$ cat config.mk
export PLATFORM = sky130hd
export DESIGN_NAME = ntt_butterfly_top
export DESIGN_NICKNAME = d
export VERILOG_FILES = /design/src/rtl/ntt_params_pkg.sv /design/src/rtl/ntt_add_sub_mod.sv /design/src/rtl/ntt_butterfly.sv /design/src/rtl/ntt_axil_regs.sv /design/src/rtl/ntt_butterfly_top.sv
export SDC_FILE = /design/constraint.sdc
export NUM_CORES = 1
export LEC_CHECK = 0
export BUFFER_PORTS_ARGS = -buffer_cell sky130_fd_sc_hd__buf_2
export CORE_UTILIZATION = 40
export DETAILED_ROUTE_END_ITERATION = 10
export SYNTH_ARGS = -nofsm -noshare
export SYNTH_HDL_FRONTEND = slang
export SYNTH_HIERARCHICAL = 1
export SYNTH_SLANG_ARGS = --single-unit
$ cat constraint.sdc
create_clock -name clk -period 6.78 [get_ports clk]
set_input_delay 0.678 -clock clk [delete_from_list [all_inputs] [get_ports clk]]
set_output_delay 0.678 -clock clk [all_outputs]
set_load 0.02 [all_outputs]
$ cat src/rtl/ntt_params_pkg.sv
//======================================================================
// Shared definitions for the NTT butterfly engine
// Coefficient and bus widths, the two moduli, the register map and
// the launch controller states. Modules take it by wildcard import
//======================================================================

package ntt_params_pkg;

    //======================================================================
    // Coefficient datapath
    //======================================================================
    // ML-DSA prime needs 23 bits, one more for the carry
    localparam int COEFF_W       = 24;
    localparam int MLKEM_COEFF_W = 12;

    typedef logic [COEFF_W-1:0] coeff_t;

    localparam coeff_t MLDSA_PRIME = 24'd8380417;
    localparam coeff_t MLKEM_PRIME = 24'd3329;

    //======================================================================
    // AXI4-Lite register interface
    //======================================================================
    localparam int AXI_ADDR_W = 8;
    localparam int AXI_DATA_W = 32;
    localparam int AXI_STRB_W = AXI_DATA_W / 8;

    typedef logic [AXI_ADDR_W-1:0] axi_addr_t;
    typedef logic [AXI_DATA_W-1:0] axi_data_t;
    typedef logic [AXI_STRB_W-1:0] axi_strb_t;

    // Register map, word aligned
    localparam axi_addr_t REG_CTRL   = 8'h00;
    localparam axi_addr_t REG_OPA    = 8'h04;
    localparam axi_addr_t REG_OPB    = 8'h08;
    localparam axi_addr_t REG_STATUS = 8'h0C;
    localparam axi_addr_t REG_SUM    = 8'h10;
    localparam axi_addr_t REG_DIFF   = 8'h14;

    localparam logic [1:0] RESP_OKAY   = 2'b00;
    localparam logic [1:0] RESP_SLVERR = 2'b10;

    // Launch controller
    typedef enum logic {
        IDLE,
        WAIT_RESULT
    } ctrl_state_t;

endpackage

$ cat src/rtl/ntt_add_sub_mod.sv
`timescale 1ns/1ps
//======================================================================
// Two-stage modular adder/subtractor for the NTT butterfly
// Computes (opa +/- opb) mod prime_i, latency fixed at two cycles,
// one new operation accepted per cycle. In ML-KEM mode only the low
// 12 bits take part and bit 12 serves as the carry
//======================================================================

module ntt_add_sub_mod
    import ntt_params_pkg::*;
#(
    parameter int REG_SIZE = COEFF_W
) (
    input  logic                clk,
    input  logic                reset_n,
    input  logic                zeroize_i,
    input  logic                add_en_i,
    input  logic                sub_i,
    input  logic                mlkem_i,
    input  logic [REG_SIZE-1:0] opa_i,
    input  logic [REG_SIZE-1:0] opb_i,
    input  logic [REG_SIZE-1:0] prime_i,
    output logic [REG_SIZE-1:0] res_o,
    output logic                ready_o
);

    // Keep only the ML-KEM coefficient bits
    function automatic logic [REG_SIZE-1:0] kem_trim(input logic [REG_SIZE-1:0] v);
        logic [REG_SIZE-1:0] t;
        t = '0;
        t[MLKEM_COEFF_W-1:0] = v[MLKEM_COEFF_W-1:0];
        return t;
    endfunction

    // Stage one, opa + opb or opa + ~opb + 1
    logic [REG_SIZE-1:0] opb_x;
    logic [REG_SIZE-1:0] a0;
    logic [REG_SIZE-1:0] b0;
    logic [REG_SIZE:0]   sum0;
    logic                carry0;
    logic [REG_SIZE-1:0] r0_q;
    logic [REG_SIZE-1:0] corr_q;
    logic                carry0_q;
    logic                sub_q;
    logic                mlkem_q;

    // Stage two, correction by the prime and final select
    logic [REG_SIZE-1:0] a1;
    logic [REG_SIZE-1:0] b1;
    logic [REG_SIZE:0]   sum1;
    logic                carry1;
    logic [REG_SIZE-1:0] r1;
    logic                use_corr;
    logic [REG_SIZE-1:0] res_q;
    logic [1:0]          valid_q;

    assign opb_x  = sub_i ? ~opb_i : opb_i;
    assign a0     = mlkem_i ? kem_trim(opa_i) : opa_i;
    assign b0     = mlkem_i ? kem_trim(opb_x) : opb_x;
    assign sum0   = {1'b0, a0} + {1'b0, b0} + {{REG_SIZE{1'b0}}, sub_i};
    assign carry0 = mlkem_i ? sum0[MLKEM_COEFF_W] : sum0[REG_SIZE];

    // Prime is added for subtraction, subtracted for addition
    always_ff @(posedge clk) begin
        if (zeroize_i) begin
            r0_q     <= '0;
            corr_q   <= '0;
            carry0_q <= 1'b0;
            sub_q    <= 1'b0;
            mlkem_q  <= 1'b0;
        end else if (add_en_i) begin
            r0_q     <= sum0[REG_SIZE-1:0];
            corr_q   <= sub_i ? prime_i : ~prime_i;
            carry0_q <= carry0;
            sub_q    <= sub_i;
            mlkem_q  <= mlkem_i;
        end
    end

    // Carry out of bit 12 is dropped here in ML-KEM mode
    assign a1     = mlkem_q ? kem_trim(r0_q) : r0_q;
    assign b1     = mlkem_q ? kem_trim(corr_q) : corr_q;
    assign sum1   = {1'b0, a1} + {1'b0, b1} + {{REG_SIZE{1'b0}}, !sub_q};
    assign carry1 = mlkem_q ? sum1[MLKEM_COEFF_W] : sum1[REG_SIZE];
    assign r1     = mlkem_q ? kem_trim(sum1[REG_SIZE-1:0]) : sum1[REG_SIZE-1:0];

    // Sub: borrow means wrap back up by the prime
    // Add: take corrected value when sum reached the prime
    assign use_corr = sub_q ? !carry0_q : (carry0_q ^ carry1);

    always_ff @(posedge clk) begin
        if (zeroize_i) begin
            res_q <= '0;
        end else if (valid_q[1]) begin
            res_q <= use_corr ? r1 : a1;
        end
    end

    // Two-bit valid shift register, one slot per stage
    always_ff @(posedge clk) begin
        if (!reset_n) begin
            valid_q <= 2'b00;
        end else if (zeroize_i) begin
            valid_q <= 2'b00;
        end else begin
            valid_q <= {add_en_i, valid_q[1]};
        end
    end

    assign res_o   = res_q;
    assign ready_o = valid_q[0];

    // Every ready pulse traces back to an accepted operation
    assert property (@(posedge clk) disable iff (!reset_n)
        ready_o |-> $past(add_en_i, 2));

    // Result is fully reduced against the prime it was started with
    assert property (@(posedge clk) disable iff (!reset_n)
        ready_o |-> (res_o < $past(prime_i, 2)));

endmodule

$ cat src/rtl/ntt_butterfly.sv
`timescale 1ns/1ps
//======================================================================
// NTT butterfly without twiddle, returns (a+b) mod q and (a-b) mod q
// Prime chosen by the mode bit, both results ready two cycles after
// start_i, one operation per cycle may enter
//======================================================================

module ntt_butterfly
    import ntt_params_pkg::*;
(
    input  logic   clk,
    input  logic   reset_n,
    input  logic   zeroize_i,
    input  logic   start_i,
    input  logic   mlkem_i,
    input  coeff_t opa_i,
    input  coeff_t opb_i,
    output coeff_t sum_o,
    output coeff_t diff_o,
    output logic   ready_o
);

    coeff_t prime;
    logic   add_ready;
    logic   sub_ready;

    // ML-KEM 3329 or ML-DSA 8380417
    assign prime = mlkem_i ? MLKEM_PRIME : MLDSA_PRIME;

    // Modular sum
    ntt_add_sub_mod #(
        .REG_SIZE (COEFF_W)
    ) u_add (
        .clk       (clk),
        .reset_n   (reset_n),
        .zeroize_i (zeroize_i),
        .add_en_i  (start_i),
        .sub_i     (1'b0),
        .mlkem_i   (mlkem_i),
        .opa_i     (opa_i),
        .opb_i     (opb_i),
        .prime_i   (prime),
        .res_o     (sum_o),
        .ready_o   (add_ready)
    );

    // Modular difference on the same operands
    ntt_add_sub_mod #(
        .REG_SIZE (COEFF_W)
    ) u_sub (
        .clk       (clk),
        .reset_n   (reset_n),
        .zeroize_i (zeroize_i),
        .add_en_i  (start_i),
        .sub_i     (1'b1),
        .mlkem_i   (mlkem_i),
        .opa_i     (opa_i),
        .opb_i     (opb_i),
        .prime_i   (prime),
        .res_o     (diff_o),
        .ready_o   (sub_ready)
    );

    assign ready_o = add_ready;

    // Both halves run in lockstep
    assert property (@(posedge clk) disable iff (!reset_n)
        add_ready == sub_ready);

endmodule

$ cat src/rtl/ntt_axil_regs.sv
`timescale 1ns/1ps
//======================================================================
// AXI4-Lite register block of the butterfly engine
// Holds operands, mode, status and results, and launches one
// butterfly per start write. Unmapped addresses answer SLVERR
//======================================================================

module ntt_axil_regs
    import ntt_params_pkg::*;
(
    input  logic       clk,
    input  logic       reset_n,
    // AXI4-Lite slave
    input  axi_addr_t  s_axil_awaddr_i,
    input  logic       s_axil_awvalid_i,
    output logic       s_axil_awready_o,
    input  axi_data_t  s_axil_wdata_i,
    input  axi_strb_t  s_axil_wstrb_i,
    input  logic       s_axil_wvalid_i,
    output logic       s_axil_wready_o,
    output logic [1:0] s_axil_bresp_o,
    output logic       s_axil_bvalid_o,
    input  logic       s_axil_bready_i,
    input  axi_addr_t  s_axil_araddr_i,
    input  logic       s_axil_arvalid_i,
    output logic       s_axil_arready_o,
    output axi_data_t  s_axil_rdata_o,
    output logic [1:0] s_axil_rresp_o,
    output logic       s_axil_rvalid_o,
    input  logic       s_axil_rready_i,
    // Butterfly side
    input  coeff_t     sum_i,
    input  coeff_t     diff_i,
    input  logic       ready_i,
    output logic       start_o,
    output logic       zeroize_o,
    output logic       mlkem_o,
    output coeff_t     opa_o,
    output coeff_t     opb_o
);

    // Byte lane merge of write data into the old register value
    function automatic axi_data_t merge_strb(input axi_data_t old_v, input axi_data_t new_v,
                                             input axi_strb_t strb);
        axi_data_t m;
        m = old_v;
        for (int i = 0; i < AXI_STRB_W; i++) begin
            if (strb[i]) begin
                m[8*i +: 8] = new_v[8*i +: 8];
            end
        end
        return m;
    endfunction

    // Write channel
    logic        aw_ready_q;
    logic        b_valid_q;
    logic [1:0]  b_resp_q;
    logic        wr_en;
    logic        wr_mapped;
    axi_data_t   ctrl_wr;
    // Read channel
    logic        ar_ready_q;
    logic        r_valid_q;
    logic [1:0]  r_resp_q;
    axi_data_t   r_data_q;
    axi_data_t   rd_data;
    logic        rd_mapped;
    logic        rd_en;
    // Control and data registers
    ctrl_state_t state_q;
    logic        busy;
    logic        mlkem_q;
    logic        done_q;
    logic        start_q;
    logic        zeroize_q;
    logic        go;
    logic        zero_req;
    logic        op_wr;
    logic        capture;
    coeff_t      opa_q;
    coeff_t      opb_q;
    coeff_t      sum_q;
    coeff_t      diff_q;

    //======================================================================
    // Decode
    //======================================================================
    assign wr_en     = aw_ready_q && s_axil_awvalid_i && s_axil_wvalid_i;
    assign rd_en     = ar_ready_q && s_axil_arvalid_i;
    assign wr_mapped = s_axil_awaddr_i inside {REG_CTRL, REG_OPA, REG_OPB,
                                               REG_STATUS, REG_SUM, REG_DIFF};
    // Start and zeroize read back as zero, so merge over mode only
    assign ctrl_wr   = merge_strb(AXI_DATA_W'({mlkem_q, 1'b0}), s_axil_wdata_i, s_axil_wstrb_i);
    assign zero_req  = wr_en && (s_axil_awaddr_i == REG_CTRL) && ctrl_wr[2];
    // Zeroize wins over start, start while busy dropped
    assign go        = wr_en && (s_axil_awaddr_i == REG_CTRL) && ctrl_wr[0] && !zero_req && !busy;
    assign op_wr     = wr_en && (s_axil_awaddr_i inside {REG_OPA, REG_OPB});
    assign busy      = (state_q == WAIT_RESULT);
    assign capture   = busy && ready_i;

    //======================================================================
    // AXI handshakes
    //======================================================================
    // AW and W accepted together, one response outstanding at most
    always_ff @(posedge clk) begin
        if (!reset_n) begin
            aw_ready_q <= 1'b0;
            b_valid_q  <= 1'b0;
            b_resp_q   <= RESP_OKAY;
        end else begin
            aw_ready_q <= s_axil_awvalid_i && s_axil_wvalid_i && !b_valid_q && !aw_ready_q;
            if (wr_en) begin
                b_valid_q <= 1'b1;
                b_resp_q  <= wr_mapped ? RESP_OKAY : RESP_SLVERR;
            end else if (s_axil_bready_i) begin
                b_valid_q <= 1'b0;
            end
        end
    end

    always_ff @(posedge clk) begin
        if (!reset_n) begin
            ar_ready_q <= 1'b0;
            r_valid_q  <= 1'b0;
            r_resp_q   <= RESP_OKAY;
        end else begin
            ar_ready_q <= s_axil_arvalid_i && !r_valid_q && !ar_ready_q;
            if (rd_en) begin
                r_valid_q <= 1'b1;
                r_resp_q  <= rd_mapped ? RESP_OKAY : RESP_SLVERR;
            end else if (s_axil_rready_i) begin
                r_valid_q <= 1'b0;
            end
        end
    end

    // Read data held stable while rvalid waits
    always_ff @(posedge clk) begin
        if (rd_en) begin
            r_data_q <= rd_data;
        end
    end

    // Read mux, unmapped gives zero data
    always_comb begin
        rd_data   = '0;
        rd_mapped = 1'b1;
        case (s_axil_araddr_i)
            REG_CTRL:   rd_data = AXI_DATA_W'({mlkem_q, 1'b0});
            REG_OPA:    rd_data = AXI_DATA_W'(opa_q);
            REG_OPB:    rd_data = AXI_DATA_W'(opb_q);
            REG_STATUS: rd_data = AXI_DATA_W'({done_q, busy});
            REG_SUM:    rd_data = AXI_DATA_W'(sum_q);
            REG_DIFF:   rd_data = AXI_DATA_W'(diff_q);
            default:    rd_mapped = 1'b0;
        endcase
    end

    //======================================================================
    // Launch controller and registers
    //======================================================================
    always_ff @(posedge clk) begin
        if (!reset_n) begin
            state_q   <= IDLE;
            mlkem_q   <= 1'b0;
            done_q    <= 1'b0;
            start_q   <= 1'b0;
            zeroize_q <= 1'b0;
        end else begin
            // Self-clearing pulses, one cycle after the write
            start_q   <= go;
            zeroize_q <= zero_req;
            if (wr_en && (s_axil_awaddr_i == REG_CTRL)) begin
                mlkem_q <= ctrl_wr[1];
            end
            case (state_q)
                IDLE:        if (go) state_q <= WAIT_RESULT;
                WAIT_RESULT: if (zero_req || ready_i) state_q <= IDLE;
                default:     state_q <= IDLE;
            endcase
            if (go || op_wr || zero_req) begin
                done_q <= 1'b0;
            end else if (capture) begin
                done_q <= 1'b1;
            end
        end
    end

    // Operands and results, wiped by zeroize
    always_ff @(posedge clk) begin
        if (zero_req) begin
            opa_q  <= '0;
            opb_q  <= '0;
            sum_q  <= '0;
            diff_q <= '0;
        end else begin
            if (wr_en && (s_axil_awaddr_i == REG_OPA)) begin
                opa_q <= coeff_t'(merge_strb(AXI_DATA_W'(opa_q), s_axil_wdata_i, s_axil_wstrb_i));
            end
            if (wr_en && (s_axil_awaddr_i == REG_OPB)) begin
                opb_q <= coeff_t'(merge_strb(AXI_DATA_W'(opb_q), s_axil_wdata_i, s_axil_wstrb_i));
            end
            if (capture) begin
                sum_q  <= sum_i;
                diff_q <= diff_i;
            end
        end
    end

    assign s_axil_awready_o = aw_ready_q;
    assign s_axil_wready_o  = aw_ready_q;
    assign s_axil_bvalid_o  = b_valid_q;
    assign s_axil_bresp_o   = b_resp_q;
    assign s_axil_arready_o = ar_ready_q;
    assign s_axil_rvalid_o  = r_valid_q;
    assign s_axil_rresp_o   = r_resp_q;
    assign s_axil_rdata_o   = r_data_q;
    assign start_o          = start_q;
    assign zeroize_o        = zeroize_q;
    assign mlkem_o          = mlkem_q;
    assign opa_o            = opa_q;
    assign opb_o            = opb_q;

    // Responses stay up until the master takes them
    assert property (@(posedge clk) disable iff (!reset_n)
        s_axil_bvalid_o && !s_axil_bready_i |=> s_axil_bvalid_o);

    assert property (@(posedge clk) disable iff (!reset_n)
        s_axil_rvalid_o && !s_axil_rready_i |=> s_axil_rvalid_o && $stable(s_axil_rdata_o));

endmodule

$ cat src/rtl/ntt_butterfly_top.sv
`timescale 1ns/1ps
//======================================================================
// Top level of the NTT butterfly engine
// AXI4-Lite register block driving one modular add/sub butterfly
//======================================================================

module ntt_butterfly_top
    import ntt_params_pkg::*;
(
    input  logic       clk,
    input  logic       reset_n,
    input  axi_addr_t  s_axil_awaddr_i,
    input  logic       s_axil_awvalid_i,
    output logic       s_axil_awready_o,
    input  axi_data_t  s_axil_wdata_i,
    input  axi_strb_t  s_axil_wstrb_i,
    input  logic       s_axil_wvalid_i,
    output logic       s_axil_wready_o,
    output logic [1:0] s_axil_bresp_o,
    output logic       s_axil_bvalid_o,
    input  logic       s_axil_bready_i,
    input  axi_addr_t  s_axil_araddr_i,
    input  logic       s_axil_arvalid_i,
    output logic       s_axil_arready_o,
    output axi_data_t  s_axil_rdata_o,
    output logic [1:0] s_axil_rresp_o,
    output logic       s_axil_rvalid_o,
    input  logic       s_axil_rready_i
);

    // Register block to butterfly
    logic   start;
    logic   zeroize;
    logic   mlkem;
    coeff_t opa;
    coeff_t opb;
    // Butterfly to register block
    coeff_t sum;
    coeff_t diff;
    logic   ready;

    ntt_axil_regs u_regs (
        .clk              (clk),
        .reset_n          (reset_n),
        .s_axil_awaddr_i  (s_axil_awaddr_i),
        .s_axil_awvalid_i (s_axil_awvalid_i),
        .s_axil_awready_o (s_axil_awready_o),
        .s_axil_wdata_i   (s_axil_wdata_i),
        .s_axil_wstrb_i   (s_axil_wstrb_i),
        .s_axil_wvalid_i  (s_axil_wvalid_i),
        .s_axil_wready_o  (s_axil_wready_o),
        .s_axil_bresp_o   (s_axil_bresp_o),
        .s_axil_bvalid_o  (s_axil_bvalid_o),
        .s_axil_bready_i  (s_axil_bready_i),
        .s_axil_araddr_i  (s_axil_araddr_i),
        .s_axil_arvalid_i (s_axil_arvalid_i),
        .s_axil_arready_o (s_axil_arready_o),
        .s_axil_rdata_o   (s_axil_rdata_o),
        .s_axil_rresp_o   (s_axil_rresp_o),
        .s_axil_rvalid_o  (s_axil_rvalid_o),
        .s_axil_rready_i  (s_axil_rready_i),
        .sum_i            (sum),
        .diff_i           (diff),
        .ready_i          (ready),
        .start_o          (start),
        .zeroize_o        (zeroize),
        .mlkem_o          (mlkem),
        .opa_o            (opa),
        .opb_o            (opb)
    );

    ntt_butterfly u_butterfly (
        .clk       (clk),
        .reset_n   (reset_n),
        .zeroize_i (zeroize),
        .start_i   (start),
        .mlkem_i   (mlkem),
        .opa_i     (opa),
        .opb_i     (opb),
        .sum_o     (sum),
        .diff_o    (diff),
        .ready_o   (ready)
    );

endmodule

== Yosys cells after proc, flatten, opt, wreduce, memory -nomap -nowiden ==
Cells that the tools add are included.
W data, S select, Z words.

* Output and inout bits: 41
* Bits in registers: 293
* Input bits: 59
* Word-level logic and storage cells: 128

* Bitwise logic cells: 6
* Add/sub/neg operators: 7
* Reductions and logical operators: 44
* Equal/unequal tests: 10
* Mux-type cells: 29

{| class="wikitable"
|+ Operator list
! cell !! count
|-
| $mux W24 || 11
|-
| $pmux W24 S6 || 1
|-
| $add A24 B24 Y25 || 4
|-
| $add A25 B1 Y25 const B || 2
|-
| $not A24 Y24 || 2
|-
| $eq A8 B4 Y1 const B || 4
|-
| $eq A8 B5 Y1 const B || 4
|-
| $add A25 B1 Y25 || 1
|-
| $mux W23 || 1
|-
| $logic_and A1 B1 Y1 || 17
|-
| $eq A8 B3 Y1 const B || 2
|-
| $logic_not A8 Y1 || 2
|-
| $reduce_and A2 Y1 || 7
|-
| $mux W1 || 12
|-
| $logic_not A1 Y1 || 8
|-
| $reduce_bool A2 Y1 || 3
|-
| $reduce_bool A6 Y1 || 1
|-
| $reduce_or A6 Y1 || 1
|-
| $mux W2 || 2
|-
| $reduce_or A2 Y1 || 2
|-
| $logic_or A1 B1 Y1 || 3
|-
| $mux W3 || 1
|-
| $not A1 Y1 || 2
|-
| $pmux W1 S2 || 1
|-
| $xor A1 B1 Y1 || 2
|}

== Depth between registers and ports, before layout ==
Gate-level depths: netlist of run 1.

* Depth in word-level cells: 10
* Gate-level depth with buffers: 14
* Depth with buffers taken out: 12

== By module ==
Netlist of run 1, hierarchy kept.

{| class="wikitable"
|+ By module, submodules not included
! module !! cells each !! area each (um^2) !! instances !! sequential area each (um^2)
|-
| ntt_add_sub_mod at u_butterfly.u_sub || 752 || 6204.7 || 1 || 1541.5
|-
| ntt_add_sub_mod at u_butterfly.u_add || 707 || 5944.5 || 1 || 1541.5
|-
| ntt_axil_regs || 556 || 5430.2 || 1 || 2862.7
|-
| ntt_butterfly || 3 || 11.3 || 1 || 0.0
|}

== Worst setup path before layout of run 1 ==
OpenSTA, ideal clock, no wires.

* Path type: register to register
* Start: reg u_regs.mlkem_q (netlist: u_regs/mlkem_o)
* End: reg u_butterfly.u_add.r0_q[22]
* Stages on the path, launching flop included: 13
* Data arrival time: 3070 ps
* Path slack: 3577 ps
* Library setup time: 133 ps
* Data required time: 6647 ps
* Clock period less this slack: 3203 ps
* Path through: dfxtp_1 clkbuf_1 clkbuf_1 nor2_1 ha_1 o21a_1 a21oi_1 o21ai_0 a221o_1 a41oi_1 o21ai_0 xnor2_1 o22ai_1

* Cells in the longest elaborated chain, start to end: 2
* Elaborated cells on any way between the ends: 3
* Those cells by class: add/sub: 1; mux: 2

{| class="wikitable"
|+ RTL lines
! element !! line !! text
|-
| from (decl) || ntt_axil_regs.sv:73 || <nowiki>logic mlkem_q;</nowiki>
|-
| from (signal assigned) || ntt_axil_regs.sv:175 || <nowiki>mlkem_q <= ctrl_wr[1];</nowiki>
|-
| $mux W24 (on tied branches) || ntt_add_sub_mod.sv:58, ntt_add_sub_mod.sv:59 ||
|-
| $add A24 B24 Y25 * || ntt_add_sub_mod.sv:60 || <nowiki>assign sum0 = {1'b0, a0} + {1'b0, b0} + {{REG_SIZE{1'b0}}, sub_i};</nowiki>
|-
| to (signal assigned) || ntt_add_sub_mod.sv:72 || <nowiki>r0_q <= sum0[REG_SIZE-1:0];</nowiki>
|-
| to (decl) || ntt_add_sub_mod.sv:41 || <nowiki>logic [REG_SIZE-1:0] r0_q;</nowiki>
|}

Mark *: on every way between the ends. The rest lies on a longest branch, timed or not.
A chain may end at the register's enable or synchronous reset.

==> results of run 1 <==
==> layer usage <==
metal	vias to the layer above	GRT usage, %	routed length (µm)
met5	-	0	0
met2	332	33.17	20430
li1	7224	-	-
met4	0	4.923	816
met3	49	3.412	2292
met1	6898	29.34	22640
==> area by class of cell <==
type | count | share of cell area [%]
Multi-Input combinational cell | 1598 | 56.47
Sequential cell | 284 | 30.34
Clock buffer | 50 | 5.188
Tap cell | 585 | 3.742
Timing Repair Buffer | 101 | 2.853
Inverter | 41 | 0.7868
Clock inverter | 13 | 0.6141
==> where the power goes <==
group	internal [mW]	total, mW	switching (mW)
clock network	1.12	1.86	0.744
registers	1.70	1.71	0.00614
logic	0.0756	0.188	0.112
total	2.89	3.76	0.862
==> state kept, by name (all words and copies together) (netlist names), 2 cells and up <==
| signal | flops |
|---|---|
| u_butterfly/u_sub/res_o | 24 |
| u_butterfly/u_sub/corr_q | 24 |
| u_butterfly/u_add/res_o | 24 |
| u_butterfly/u_add/valid_q | 2 |
| u_butterfly/u_sub/r0_q | 24 |
| u_regs/diff_q | 24 |
| u_regs/s_axil_rdata_o | 24 |
| u_regs/sum_q | 24 |
| u_butterfly/u_add/corr_q | 24 |
| u_regs/opb_o | 24 |
| u_butterfly/u_add/r0_q | 24 |
| u_regs/opa_o | 24 |
==> worst max-delay path, cell delays in order (launching register included) <==
cell and delay, ps:
dfxtp_1 420, fa_1 510, fa_1 410, nand2b_1 190, a21oi_1 280, o21a_1 280, a21oi_2 90, xnor2_1 190
o32a_4 380, xnor2_2 900, nand2_1 150, a311oi_2 280
==> path summary, 6_finish.rpt <==
| path | startpoint | endpoint | slack (ps) | cells after the start |
|---|---|---|---|---|
| max | u_butterfly/u_add/sub_q$_SDFFE_PP0P_ | u_butterfly/u_add/res_o[2]$_SDFFE_PP0P_ | 2600 | 11 |
| min | s_axil_awvalid_i | u_regs/s_axil_awready_o$_SDFF_PN0_ | 400 | 3 |
| max reg2reg | u_butterfly/u_add/sub_q$_SDFFE_PP0P_ | u_butterfly/u_add/res_o[2]$_SDFFE_PP0P_ | 2600 | 11 |
| min reg2reg | u_regs/s_axil_arready_o$_SDFF_PN0_ | u_regs/s_axil_arready_o$_SDFF_PN0_ | 440 | 1 |
==> metrics by stage <==
step / power, mW / setup slack [ps] / hold slack, ps / std cells / cell area, µm²
final: 3.756 / 2601 / 399.9 / 2672 / 19560
after global routing: 3.896 / 2355 / 405.8 / 2672 / 19560
after CTS: 3.797 / 2648 / 374.7 / 2672 / 19560
after detailed placement: 1.924 / 2720 / 434.3 / 2609 / 18420
after global placement: 1.921 / 2800 / 426.4 / 2609 / 18420
after floorplan: 1.881 / 3577 / 424.9 / 2047 / 17680
==> flow_summary.toml, run 1 <==
[outcome]
outcome = "complete, no violations"

[yosys]
synth_warnings = 6
syn_area_um2 = 17560
syn_area_per_cell_um2 = 8.712
syn_inst = 2016

[floorplan]
fp-row-count = 76
pin_count = 100
fp.dieW_um = 211.6
dieArea_um2 = 44750
die_y_um = 211.6
core_area_um2 = 43170
start_util_pct = 40.69

[clock_tree]
insertion_delay_ps = 530
clock_sinks = 284
cts_root_buf = "clkbuf_16"
cts_buffer_depth = 3
cts_tree = "built"
holdBufCountCts = 0
clk_pin_slew_ps = 60
numCtsBuffers = 35
htreeDepth = 2
post_cts_buffers = 0
cts-resized-gates = 0

[placed_design]
gp_congestion = 0.8904
dp_hpwl_um = 33160
portBuffers = 80

[global_route]
grt_max_degree = 80
grt_pass1_wl_um = 74290
antenna_found_initial = 1
grt_pass1_vias = 14045
grtUsageTotal_pct = 20.85
overflow = 0

[layout]
area_growth_pct = 11.36
final_layout_size_suffix_gt1_share_pct = 9.871
multiInputGateArea_um2 = 11050
post-route-util_pct = 45.30
final.fill_count = 4301
nets = 2218
n_antenna_cell = 0
seq_area_um2 = 5934
final_common_cell = "dfxtp_1"
layout_common_cells = "dfxtp_1, nor2_1, nand2_1"

[drt]
firstDrtPassIters = 5
wl_um = 46180
drcViolationCount = 0
ant_nets = 0
routedWlPerCell_um = 17.28
vias = 14503
drtIter0Drc = 781
avgViaCountPerCell = 5.428

[timing]
fin_crit_sh_pct = 61.64
tightest_slew_ps = 1219
hold_viol = 0
setup_viol = 0
finalSetupTns_ps = 0
maxSlewHeadroom_pct = 18.64
period_minus_slack_ps = 4179
rsz0062_at_grt = "false"
timing.final.max_slew_violations = 0
fmax_mhz = 239.3
clock_skew_ps = 11.81

[pwr]
power_density_nw_per_um2 = 192.1
power.leakage_nw = 8.277
vdd_drop_max_uv = 135.3

[run]
drv_cap = 0

[critical_path]
critPathLaunchType = "register"
critical_path_arrival_ps = 4620
critical_path_class = "reg2reg"
critPathCaptureType = "register"
crit_path_max_fanout = 23
required_ps = 7220

[min_path]
min_path_type = "in2reg"
No activity file was read; power rests on OpenSTA's default activity.
==> inputs of run 2 (changes only) <==
==> constraint.sdc (replaced) <==
create_clock -name clk -period 4.3 [get_ports clk]
set_input_delay 0.43 -clock clk [delete_from_list [all_inputs] [get_ports clk]]
set_output_delay 0.43 -clock clk [all_outputs]
set_load 0.02 [all_outputs]
==> run 2 against run 1 <==
Global-route usage is 0.27 points higher. Clock skew is 7.9 ps higher. Flip-flop and latch count stayed put. Largest power group unchanged.
==> flow_summary.toml, run 2 (synthesized netlist as in run 1, its figures left out) <==
[outcome]
outcome = "complete, no violations"

[global_route]
overflow = 0
grt_max_degree = 85
grtUsageTotal_pct = 21.13
grt_pass1_wl_um = 74880
antenna_found_initial = 3
grt_pass1_vias = 13728

[clock_tree]
holdBufCountCts = 0
numCtsBuffers = 35
cts_tree = "built"
insertion_delay_ps = 540
post_cts_buffers = 0
cts-resized-gates = 0
clk_pin_slew_ps = 60
cts_buffer_depth = 3
htreeDepth = 2
clock_sinks = 284
cts_root_buf = "clkbuf_16"

[critical_path]
path_buf_inv = 1
required_ps = 4740
r2r-start = "u_butterfly/u_add/sub_q$_SDFFE_PP0P_"
crit_slowest_cell = "xnor2_2"
cpPeakStageDelay_ps = 560
critPathTopFamily = "compound AO/OA/AOI/OAI gates"
crit_path_max_fanout = 15
critical_path_class = "reg2reg"
critPathLaunchType = "register"
critPathCaptureType = "register"
critical_path_arrival_ps = 4240
critPathLaunch = "u_butterfly/u_add/sub_q$_SDFFE_PP0P_"
cp-endpoint = "u_butterfly/u_add/res_o[22]$_SDFFE_PP0P_"
worstPathCellList = "fa_1 -> fa_1 -> nand2b_1 -> a21oi_1 -> o21a_1 -> a21oi_2 -> xnor2_1 -> o32a_4 -> xnor2_2 -> buf_4 -> a32oi_1 -> o31ai_1"
r2r_cells = 12
cp.depth = 12
r2r_slack_ps = 500
rr_endpoint = "u_butterfly/u_add/res_o[22]$_SDFFE_PP0P_"
path_common_cell = "fa_1"

[timing]
fin_crit_sh_pct = 88.43
tightest_slew_ps = 1112
clock_skew_ps = 19.72
hold_viol = 0
fmax_mhz = 263.0
setup_viol = 0
maxSlewHeadroom_pct = 25.58
rsz0062_at_grt = "false"
period_minus_slack_ps = 3803
finalSetupTns_ps = 0
fin_hold_ws_ps = 147.9
timing.final.max_slew_violations = 0

[placed_design]
dp_hpwl_um = 34120
gp_congestion = 0.9135
portBuffers = 80

[pwr]
switching_share_pct = 22.51
p_clk_share_pct = 51.7
power_density_nw_per_um2 = 313.2
p_comb_share_pct = 4.8
power_switching_mw = 1.393
pwr-share-seq_pct = 43.5
power.leakage_nw = 8.369
p_int_mw = 4.793
vdd_drop_max_uv = 308.1

[drt]
vias = 14502
avgViaCountPerCell = 5.405
drcViolationCount = 0
routedWlPerCell_um = 17.41
ant_nets = 0
drtIter0Drc = 816
wl_um = 46720
firstDrtPassIters = 5

[floorplan]
fp.dieW_um = 211.6
start_util_pct = 40.69
core_area_um2 = 43170
pin_count = 100
fp-row-count = 76
dieArea_um2 = 44750
die_y_um = 211.6

[layout]
multiInputGateArea_um2 = 11050
seq_area_um2 = 5934
layout_common_cells = "dfxtp_1, nor2_1, nand2_1"
final_layout_size_suffix_gt1_share_pct = 10.36
final.fill_count = 4272
area_growth_pct = 12.46
nets = 2226
final_common_cell = "dfxtp_1"

[min_path]
min_path_cells = 3
min_path_type = "in2reg"

[run]
drv_cap = 0
==> run 2: metal layers <==
metal / vias to the layer above / share of wire (%) / routed length, µm / global-route usage, %
met5: - / 0 / 0 / 0
met2: 301 / 44 / 20450 / 32.76
met4: 0 / 2.1 / 971 / 6.122
li1: 7246 / - / - / -
met1: 6903 / 50 / 23460 / 30.49
met3: 52 / 3.9 / 1828 / 2.655
==> run 2: cell type report <==
cell class              count  area share (%)
clock inverters            22           1.565
multi-input cells        1598           55.92
flip-flops and latches    284           30.04
repair buffers            109           3.193
clock buffers              41           4.757
diodes                      3         0.03801
well taps                 585           3.706
inverters                  41          0.7791
==> run 2: worst reg2reg max path, delay by kind of cell (launching register included) <==
family	cells	cell delay, ps
AO/OA/AOI/OAI	6	1210
adder cells (fa/ha/maj)	2	880
XOR/XNOR	2	730
flip-flops	1	390
buffers and inverters	1	300
AND/OR/NAND/NOR	1	200
==> run 2: how the worst min path moves through the flow <==
| stage | from | endpoint | slack, ps |
|---|---|---|---|
| 5_1_grt | s_axil_wdata_i[5] | u_regs/opb_o[5]$_SDFFE_PP0P_ | 160 |
| 2_1_floorplan | u_butterfly/u_add/res_o[12]$_SDFFE_PP0P_ | u_butterfly/u_add/res_o[12]$_SDFFE_PP0P_ | 420 |
| 4_1_cts | s_axil_awvalid_i | u_regs/s_axil_awready_o$_SDFF_PN0_ | 130 |
| 3_3_place_gp | u_regs/s_axil_arready_o$_SDFF_PN0_ | u_regs/s_axil_arready_o$_SDFF_PN0_ | 420 |
| 3_5_place_dp | u_regs/s_axil_arready_o$_SDFF_PN0_ | u_regs/s_axil_arready_o$_SDFF_PN0_ | 430 |
| 6_report | s_axil_awvalid_i | u_regs/s_axil_awready_o$_SDFF_PN0_ | 150 |
==> run 2: metrics by stage <==
step | power (mW) | worst slack, ps | util [%] | cells | instance area [µm²]
after CTS | 6.242 | 499.5 | 45.74 | 2680 | 19750
after global routing | 6.404 | 239.3 | 45.75 | 2683 | 19750
after global placement | 3.030 | 602.4 | 42.84 | 2617 | 18500
after detailed placement | 3.034 | 535.0 | 42.84 | 2617 | 18500
after floorplan | 2.965 | 1097 | - | 2047 | 17680
final | 6.186 | 497.3 | 45.75 | 2683 | 19750
==> run 2: power groups by stage <==
| stage | clock network, mW | registers [mW] | logic, mW |
|---|---|---|---|
| finish | 3.20 | 2.69 | 0.296 |
| CTS | 3.26 | 2.69 | 0.287 |
| global placement | 0 | 2.75 | 0.282 |
| global route | 3.39 | 2.69 | 0.327 |
| detailed placement | 0 | 2.75 | 0.285 |
| floorplan | 0 | 2.75 | 0.214 |
